**config.mk**
```make
export PLATFORM = sky130hd
export DESIGN_NAME = IntCore
export DESIGN_NICKNAME = d
export VERILOG_FILES = /design/src/rtl/CorePkg.sv /design/src/rtl/InstrQueue.sv /design/src/rtl/RegFile.sv /design/src/rtl/DecodeStage.sv /design/src/rtl/ExecuteStage.sv /design/src/rtl/IntCore.sv
export VERILOG_INCLUDE_DIRS = /design/src /design/src/rtl
export SDC_FILE = /design/constraint.sdc
export NUM_CORES = 2
export LEC_CHECK = 0
export BUFFER_PORTS_ARGS = -buffer_cell sky130_fd_sc_hd__buf_2
export CAP_MARGIN = 15
export CORE_UTILIZATION = 30
export CTS_CLUSTER_DIAMETER = 100
export DETAILED_ROUTE_END_ITERATION = 10
export PLACE_DENSITY = 0.55
export SLEW_MARGIN = 20
export SYNTH_ARGS = -nofsm -noshare
export SYNTH_HDL_FRONTEND = slang
export SYNTH_SLANG_ARGS = --single-unit
```
**constraint.sdc**
```tcl
create_clock -name clk -period 5.16 [get_ports clk]
set_clock_uncertainty 0.2 [all_clocks]
set_input_delay 0.258 -clock clk [delete_from_list [all_inputs] [get_ports clk]]
set_output_delay 0.258 -clock clk [all_outputs]
set_load 0.01 [all_outputs]
```
**src/rtl/core_params.svh**
```systemverilog
`ifndef CORE_PARAMS_SVH
`define CORE_PARAMS_SVH

// instruction queue entries
// upstream holds this many credits after reset
`define QUEUE_DEPTH 4

// results the core may send before the first credit comes back
`define OUT_CREDITS 2

// datapath width
`define XLEN 32

`endif

```
**src/rtl/CorePkg.sv**
```systemverilog
package CorePkg;

    typedef logic [4:0] RegAddr;

    // opcode and funct encodings, MIPS32
    localparam logic [5:0] OpSpecial = 6'h00;
    localparam logic [5:0] OpAddiu   = 6'h09;
    localparam logic [5:0] OpAndi    = 6'h0c;
    localparam logic [5:0] OpOri     = 6'h0d;
    localparam logic [5:0] OpLui     = 6'h0f;
    localparam logic [5:0] FnAddu    = 6'h21;
    localparam logic [5:0] FnSubu    = 6'h23;
    localparam logic [5:0] FnAnd     = 6'h24;
    localparam logic [5:0] FnOr      = 6'h25;
    localparam logic [5:0] FnXor     = 6'h26;
    localparam logic [5:0] FnSlt     = 6'h2a;

    typedef struct packed {
        logic [5:0]  op;
        RegAddr      rs;
        RegAddr      rt;
        RegAddr      rd;
        logic [4:0]  shamt;
        logic [5:0]  funct;
    } RFormat;

    typedef struct packed {
        logic [5:0]  op;
        RegAddr      rs;
        RegAddr      rt;
        logic [15:0] imm;
    } IFormat;

    // same word, register or immediate view
    typedef union packed {
        RFormat rType;
        IFormat iType;
    } InstrWord;

    typedef struct packed {
        logic [31:0] pc;
        InstrWord    instr;
    } InstrPacket;

    typedef enum logic [2:0] {
        aluAdd   = 3'd0,
        aluSub   = 3'd1,
        aluAnd   = 3'd2,
        aluOr    = 3'd3,
        aluXor   = 3'd4,
        aluSlt   = 3'd5,
        aluPassB = 3'd6
    } AluOp;

    typedef struct packed {
        AluOp   aluOp;
        logic   useImm;     // opB from immediate
        logic   zeroExt;
        logic   luiShift;
        logic   regWrite;
        logic   illegal;
        RegAddr dst;
    } CtrlWord;

    typedef struct packed {
        logic        valid;
        logic [31:0] pc;
        CtrlWord     ctrl;
        logic [31:0] opA;
        logic [31:0] opB;
    } IdExBundle;

    // forwarding source, execute or write-back
    typedef struct packed {
        logic        valid;
        logic        regWrite;
        RegAddr      dst;
        logic [31:0] value;
    } Bypass;

    typedef struct packed {
        logic [31:0] pc;
        RegAddr      dst;
        logic [31:0] value;
        logic        illegal;
    } ResultRec;

endpackage

```
**src/rtl/InstrQueue.sv**
```systemverilog
`timescale 1ns/1ns
`include "core_params.svh"

module InstrQueue import CorePkg::*; #(
    parameter int Depth = `QUEUE_DEPTH
) (
    input  logic       clk,
    input  logic       reset,
    input  logic       instrValid,
    input  InstrPacket instrIn,
    input  logic       hold,
    output logic       headValid,
    output InstrPacket head,
    output logic       instrCredit
);
    localparam int PtrW = $clog2(Depth);

    InstrPacket        mem [Depth];
    logic [PtrW-1:0]   rdPtr;
    logic [PtrW-1:0]   wrPtr;
    logic [PtrW:0]     count;
    logic              pop;

    assign headValid = (count != '0);
    assign head      = mem[rdPtr];      // head read without a register
    assign pop       = headValid && !hold;

    // upstream spends a credit per push, so a push never finds the queue full
    always_ff @(posedge clk) begin
        if (instrValid) begin
            mem[wrPtr] <= instrIn;
        end
    end

    always_ff @(posedge clk) begin
        if (reset) begin
            rdPtr       <= '0;
            wrPtr       <= '0;
            count       <= '0;
            instrCredit <= 1'b0;
        end else begin
            if (instrValid) begin
                wrPtr <= (wrPtr == PtrW'(Depth - 1)) ? '0 : wrPtr + 1'b1;
            end
            if (pop) begin
                rdPtr <= (rdPtr == PtrW'(Depth - 1)) ? '0 : rdPtr + 1'b1;
            end
            count       <= count + (PtrW + 1)'(instrValid) - (PtrW + 1)'(pop);
            instrCredit <= pop;   // slot freed, credit back one cycle later
        end
    end

endmodule

```
**src/rtl/RegFile.sv**
```systemverilog
`timescale 1ns/1ns

module RegFile import CorePkg::*; (
    input  logic        clk,
    input  logic        reset,
    input  RegAddr      rs,
    input  RegAddr      rt,
    output logic [31:0] busA,
    output logic [31:0] busB,
    input  logic        wrEn,
    input  RegAddr      wrAddr,
    input  logic [31:0] wrData
);
    logic [31:0] regs [1:31];   // r0 has no storage

    // same-cycle write is not visible here, decode forwards it
    assign busA = (rs == '0) ? '0 : regs[rs];
    assign busB = (rt == '0) ? '0 : regs[rt];

    always_ff @(posedge clk) begin
        if (reset) begin
            for (int i = 1; i < 32; i++) begin
                regs[i] <= '0;
            end
        end else if (wrEn && wrAddr != '0) begin
            regs[wrAddr] <= wrData;
        end
    end

endmodule

```
**src/rtl/DecodeStage.sv**
```systemverilog
`timescale 1ns/1ns

module DecodeStage import CorePkg::*; (
    input  logic       clk,
    input  logic       reset,
    input  logic       headValid,
    input  InstrPacket head,
    input  logic       hold,
    input  Bypass      exBypass,
    input  Bypass      wbBypass,
    output IdExBundle  idEx
);
    InstrWord    instr;
    CtrlWord     ctrl;
    logic [31:0] imm32;
    logic [31:0] busA;
    logic [31:0] busB;
    logic [31:0] opA;
    logic [31:0] rtValue;
    logic [31:0] opB;
    logic        rfWrite;

    // newest value wins, r0 never forwarded
    function automatic logic [31:0] pickOperand(input RegAddr src, input logic [31:0] rfValue,
                                                input Bypass ex, input Bypass wb);
        if (src != '0 && ex.valid && ex.regWrite && ex.dst == src) begin
            return ex.value;
        end
        if (src != '0 && wb.valid && wb.regWrite && wb.dst == src) begin
            return wb.value;
        end
        return rfValue;
    endfunction

    assign instr   = head.instr;
    assign rfWrite = wbBypass.valid && wbBypass.regWrite && !hold;   // only on retire

    RegFile uRegFile (
        .clk     (clk),
        .reset   (reset),
        .rs      (instr.rType.rs),
        .rt      (instr.rType.rt),
        .busA    (busA),
        .busB    (busB),
        .wrEn    (rfWrite),
        .wrAddr  (wbBypass.dst),
        .wrData  (wbBypass.value)
    );

    always_comb begin
        ctrl         = '0;
        ctrl.illegal = 1'b1;    // anything unmatched retires illegal
        case (instr.iType.op)
            OpSpecial: begin
                ctrl.illegal  = 1'b0;
                ctrl.regWrite = 1'b1;
                ctrl.dst      = instr.rType.rd;
                case (instr.rType.funct)
                    FnAddu:  ctrl.aluOp = aluAdd;
                    FnSubu:  ctrl.aluOp = aluSub;
                    FnAnd:   ctrl.aluOp = aluAnd;
                    FnOr:    ctrl.aluOp = aluOr;
                    FnXor:   ctrl.aluOp = aluXor;
                    FnSlt:   ctrl.aluOp = aluSlt;
                    default: begin
                        ctrl         = '0;
                        ctrl.illegal = 1'b1;
                    end
                endcase
            end
            OpAddiu: begin
                ctrl.aluOp = aluAdd;
                ctrl.useImm = 1'b1;
            end
            OpAndi: begin
                ctrl.aluOp   = aluAnd;
                ctrl.useImm  = 1'b1;
                ctrl.zeroExt = 1'b1;
            end
            OpOri: begin
                ctrl.aluOp   = aluOr;
                ctrl.useImm  = 1'b1;
                ctrl.zeroExt = 1'b1;
            end
            OpLui: begin
                ctrl.aluOp    = aluPassB;
                ctrl.useImm   = 1'b1;
                ctrl.luiShift = 1'b1;
            end
            default: ;
        endcase
        if (ctrl.useImm) begin   // all I-type ops write rt
            ctrl.illegal  = 1'b0;
            ctrl.regWrite = 1'b1;
            ctrl.dst      = instr.iType.rt;
        end
    end

    always_comb begin
        if (ctrl.luiShift) begin
            imm32 = {instr.iType.imm, 16'h0000};
        end else if (ctrl.zeroExt) begin
            imm32 = {16'h0000, instr.iType.imm};
        end else begin
            imm32 = {{16{instr.iType.imm[15]}}, instr.iType.imm};
        end
    end

    assign opA     = pickOperand(instr.rType.rs, busA, exBypass, wbBypass);
    assign rtValue = pickOperand(instr.rType.rt, busB, exBypass, wbBypass);
    assign opB     = ctrl.useImm ? imm32 : rtValue;

    always_ff @(posedge clk) begin
        if (reset) begin
            idEx <= '0;
        end else if (!hold) begin
            idEx.valid <= headValid;   // empty queue gives a bubble
            idEx.pc    <= head.pc;
            idEx.ctrl  <= ctrl;
            idEx.opA   <= opA;
            idEx.opB   <= opB;
        end
    end

endmodule

```
**src/rtl/ExecuteStage.sv**
```systemverilog
`timescale 1ns/1ns
`include "core_params.svh"

module ExecuteStage import CorePkg::*; #(
    parameter int Credits = `OUT_CREDITS
) (
    input  logic      clk,
    input  logic      reset,
    input  IdExBundle idEx,
    input  logic      resultCredit,
    output Bypass     exBypass,
    output Bypass     wbBypass,
    output logic      hold,
    output logic      resultValid,
    output ResultRec  result
);
    localparam int CreditW = $clog2(Credits + 1);

    logic [`XLEN-1:0]   opA;
    logic [`XLEN-1:0]   opB;
    logic [`XLEN-1:0]   aluResult;
    logic               wbValid;
    logic               wbRegWrite;
    ResultRec           wbRec;
    logic [CreditW-1:0] credits;
    logic               retire;

    assign opA = idEx.opA;
    assign opB = idEx.opB;

    always_comb begin
        case (idEx.ctrl.aluOp)
            aluAdd:   aluResult = opA + opB;   // wraps
            aluSub:   aluResult = opA - opB;
            aluAnd:   aluResult = opA & opB;
            aluOr:    aluResult = opA | opB;
            aluXor:   aluResult = opA ^ opB;
            aluSlt:   aluResult = ($signed(opA) < $signed(opB)) ? `XLEN'd1 : `XLEN'd0;
            aluPassB: aluResult = opB;         // LUI
            default:  aluResult = '0;
        endcase
    end

    assign exBypass.valid    = idEx.valid;
    assign exBypass.regWrite = idEx.ctrl.regWrite;
    assign exBypass.dst      = idEx.ctrl.dst;
    assign exBypass.value    = aluResult;

    assign wbBypass.valid    = wbValid;
    assign wbBypass.regWrite = wbRegWrite;
    assign wbBypass.dst      = wbRec.dst;
    assign wbBypass.value    = wbRec.value;

    // stall the whole pipe while a finished result has nowhere to go
    assign hold        = wbValid && (credits == '0);
    assign retire      = wbValid && !hold;
    assign resultValid = retire;
    assign result      = wbRec;

    always_ff @(posedge clk) begin
        if (reset) begin
            wbValid    <= 1'b0;
            wbRegWrite <= 1'b0;
            wbRec      <= '0;
        end else if (!hold) begin
            wbValid       <= idEx.valid;
            wbRegWrite    <= idEx.ctrl.regWrite;
            wbRec.pc      <= idEx.pc;
            wbRec.dst     <= idEx.ctrl.dst;
            wbRec.value   <= idEx.ctrl.illegal ? '0 : aluResult;   // illegal reports zero
            wbRec.illegal <= idEx.ctrl.illegal;
        end
    end

    // downstream never returns more than it was given
    always_ff @(posedge clk) begin
        if (reset) begin
            credits <= CreditW'(Credits);
        end else begin
            credits <= credits + CreditW'(resultCredit) - CreditW'(retire);
        end
    end

endmodule

```
**src/rtl/IntCore.sv**
```systemverilog
`timescale 1ns/1ns
`include "core_params.svh"

module IntCore import CorePkg::*; (
    input  logic       clk,
    input  logic       reset,
    input  logic       instrValid,
    input  InstrPacket instrIn,
    output logic       instrCredit,
    output logic       resultValid,
    output ResultRec   result,
    input  logic       resultCredit
);
    logic       headValid;
    InstrPacket head;
    logic       hold;       // global stall from the result port
    IdExBundle  idEx;
    Bypass      exBypass;
    Bypass      wbBypass;

    InstrQueue #(.Depth(`QUEUE_DEPTH)) uInstrQueue (
        .clk          (clk),
        .reset        (reset),
        .instrValid   (instrValid),
        .instrIn      (instrIn),
        .hold         (hold),
        .headValid    (headValid),
        .head         (head),
        .instrCredit  (instrCredit)
    );

    DecodeStage uDecodeStage (
        .clk          (clk),
        .reset        (reset),
        .headValid    (headValid),
        .head         (head),
        .hold         (hold),
        .exBypass     (exBypass),
        .wbBypass     (wbBypass),
        .idEx         (idEx)
    );

    ExecuteStage #(.Credits(`OUT_CREDITS)) uExecuteStage (
        .clk          (clk),
        .reset        (reset),
        .idEx         (idEx),
        .resultCredit (resultCredit),
        .exBypass     (exBypass),
        .wbBypass     (wbBypass),
        .hold         (hold),
        .resultValid  (resultValid),
        .result       (result)
    );

endmodule

```
==> results.txt <==
Gp weighted congestion: 0.967
R2R Setup Slk: 0.03 ns
Clock Latency Late Sink: 0.85 ns
Vias: 56,010
Comb pwr share: 46.6%
HPWL Detailed: 191,000 µm
First-pass GRT wire length: 424,000 µm
Die Wd: 511 µm
Inst Count DP: 9,238
Htree depth: 4
Sequential power share: 29.8%
Worst hold start: instrIn[6]
R2R Path End: uDecodeStage.idEx[35]
Final setup viols: 0
Die Y: 511 µm
Clock power share: 23.6%
CTS Buf Count: 162
Max Slew Vio Count: 0
Post-synthesis sequential area ratio: 54.4%
Cts repair resizes: 0
Cts hold-fix bufs: 119
Grt total ovfl: 0
Final core utilization: 35.1%
Synth warnings: 0
Seq cells post-synth: 1,471
Post-layout net count: 6,332
DRC Markers: 0
Pwr dens: 543 mW/mm²
Fmax: 195 MHz
CTS tree: done
Slew headroom: 24.1%
Antenna violations before repair: 26
Hold EP: uInstrQueue.mem[3][6]
Peak supply drop: 587 µV
P_leak: 0.0315 µW
Main flop type after synthesis: edfxtp_1
Core box area: 0.257 mm²
Setup crit end kind: flop
Root buf cell: clkbuf_16
Vias in the first global route: 54,989
Worst-path clk slew: 0.06 ns
Status: completed
Mean area per synthesized cell: 13.1 µm²
Global Route Usage Sum: 22.7%
Final antenna-violating net count: 0
Initial DRC count: 7,550
WS Path Type: flop to flop
Sw power: 20,300 µW
Final Hold Viols: 0
Port bufs: 139
RSZ-0062 raised after global routing: no
Synth Cell Area: 0.0777 mm²
Least-Margin Pin Slew: 1.13 ns
Starting Density: 30.2%
I/O Pins: 140
Post-synthesis cell count: 5,931
Max Root-Sink Buffers: 3
Int Power: 28,700 µW
Row count: 186
Crit path time final: 5.13 ns
Worst reg-to-reg path cell count: 10
Worst Path Required: 5.66 ns
Wire length per cell: 31.2 µm
Switching part of the total power: 41.5%
Setup crit start kind: flop
Fillers: 24,773
Asr flop ratio synth: 0%
Routed vias/inst: 5.79
Crit Path Max Fanout: 40
Post CTS Setup Buffer Count: 0
DIE AREA: 0.261 mm²
Synth-to-Final Area Change: 16.0%
Clk sinks: 1,471
Area of the multi-input gates: 0.0334 mm²
Post-Layout Cell Count: 9,671
EDFF count, synth: 1,280
Final period util: 99.4%
Post-synthesis cell type count: 88
Routed Wire Length: 302,000 µm
Pre-antenna DRT Iters: 6
Storage cell area: 0.0423 mm²
Worst Path Arrival: 5.64 ns
Largest net degree at the start of global routing: 112
Worst hold path depth: 2
Max-cap viol count: 0
Share of layout cells above drive strength 1: 21.6%
Worst hold path class: input port to flop
critical path: stages (launching register included):
cell,delay [ns]
dfxtp_4,0.49
mux2i_1,0.17
mux2i_4,0.38
buf_4,0.25
buf_12,0.33
buf_4,0.36
mux4_2,0.55
mux4_2,0.61
a32oi_1,0.78
a21oi_1,0.46
a221o_1,0.37
layer usage:
metal / GRT usage (%) / wire (µm) / share of wire, % / vias to the layer above
li1: - / - / - / 22926
met1: 29.5 / 117000 / 39 / 29043
met2: 35.2 / 137000 / 45 / 3340
met3: 5.17 / 31300 / 10 / 691
met4: 11.7 / 16700 / 5.5 / 10
met5: 0 / 69 / 0.023 / -
cells in the mapped netlist, types with 57 or more instances:
| cell | count | area share (%) |
|---|---|---|
| a211oi_1 | 100 | 0.97 |
| a21oi_1 | 284 | 1.8 |
| and2_1 | 888 | 7.2 |
| buf_1 | 57 | 0.28 |
| clkbuf_1 | 392 | 1.9 |
| dfxtp_1 | 191 | 4.9 |
| edfxtp_1 | 1280 | 49 |
| ha_1 | 122 | 2.0 |
| inv_1 | 114 | 0.55 |
| mux2i_1 | 80 | 1.0 |
| mux4_2 | 570 | 17 |
| nand2_1 | 519 | 2.5 |
| nand3_1 | 68 | 0.44 |
| nor2_1 | 219 | 1.1 |
| nor3_1 | 174 | 1.1 |
| o21ai_0 | 159 | 1.0 |
area by class of cell:
cell class | instances | share of cell area (%)
diodes | 14 | 0.0389
clock buffers | 194 | 4.72
clock inverters | 104 | 1.04
inverters | 115 | 0.480
multi-input cells | 3832 | 37.1
flip-flops and latches | 1471 | 46.9
well taps | 3384 | 4.70
repair buffers | 557 | 5.05
placed cells by master (no fill, tap or decap), types with 165 or more instances in the layout:
master and n:
edfxtp_1 1280, and2_1 883, mux4_2 566, nand2_1 516
a21oi_1 284, buf_4 263, nor2_1 186, dfxtp_1 186
nor3_1 173, clkbuf_16 165
worst max path at each step:
stage	startpoint	to	slack [ns]	cells after the start
after global routing	flop	uDecodeStage.idEx[35]	0.008	10
after floorplan	uExecuteStage.result[37]	uDecodeStage.uRegFile.regs[12][0]	0.52	7
after global placement	flop	uDecodeStage.idEx[2]	-0.57	8
after detailed placement	flop	uDecodeStage.idEx[9]	0.12	10
after CTS	flop	uDecodeStage.idEx[9]	0.07	10
final	flop	uDecodeStage.idEx[35]	0.03	10
state kept, by name, summed over array words and instances (netlist names), named ones only:
name / count
uDecodeStage.idEx: 107
uDecodeStage.uRegFile.regs: 1024
uExecuteStage.result: 70
uInstrQueue.rdPtr: 2
uInstrQueue.instrCredit: 1
uInstrQueue.count: 3
uExecuteStage.wbRegWrite: 1
uInstrQueue.wrPtr: 2
uExecuteStage.credits: 2
uExecuteStage.wbValid: 1
uInstrQueue.mem: 256
cell families after synthesis:
logic type / synth area share [%]
AOI/OAI and AO/OA: 7.91
other: 0.00483
xor gates and xnor gates: 0.417
adders and majority gates: 2.06
and+or+nand+nor: 13.7
DFF: 54.4
muxes: 18.0
buffers and inverters: 3.55
power by group through the flow:
stage	combinational [µW]	sequential [µW]	clock, µW
floorplan	13300	14500	0
global placement	22100	14800	0
detailed placement	22100	14800	0
CTS	22300	14600	11700
global route	23500	14700	12100
finish	22800	14600	11600
stage by stage:
step | hold slack [ns] | cell area (µm²) | power [µW] | setup WS (ns) | setup TNS, ns
2_1_floorplan | 0.157 | 77800 | 27800 | 0.517 | 0
3_5_place_dp | 0.240 | 83700 | 36900 | 0.118 | 0
5_1_grt | 0.0294 | 90100 | 50200 | 0.00751 | 0
4_1_cts | 0.000907 | 90100 | 48500 | 0.0699 | 0
3_3_place_gp | 0.238 | 83700 | 36900 | -0.572 | -1.19
6_report | 0.0416 | 90100 | 49000 | 0.0288 | 0
No activity file was read; power rests on OpenSTA's default activity.
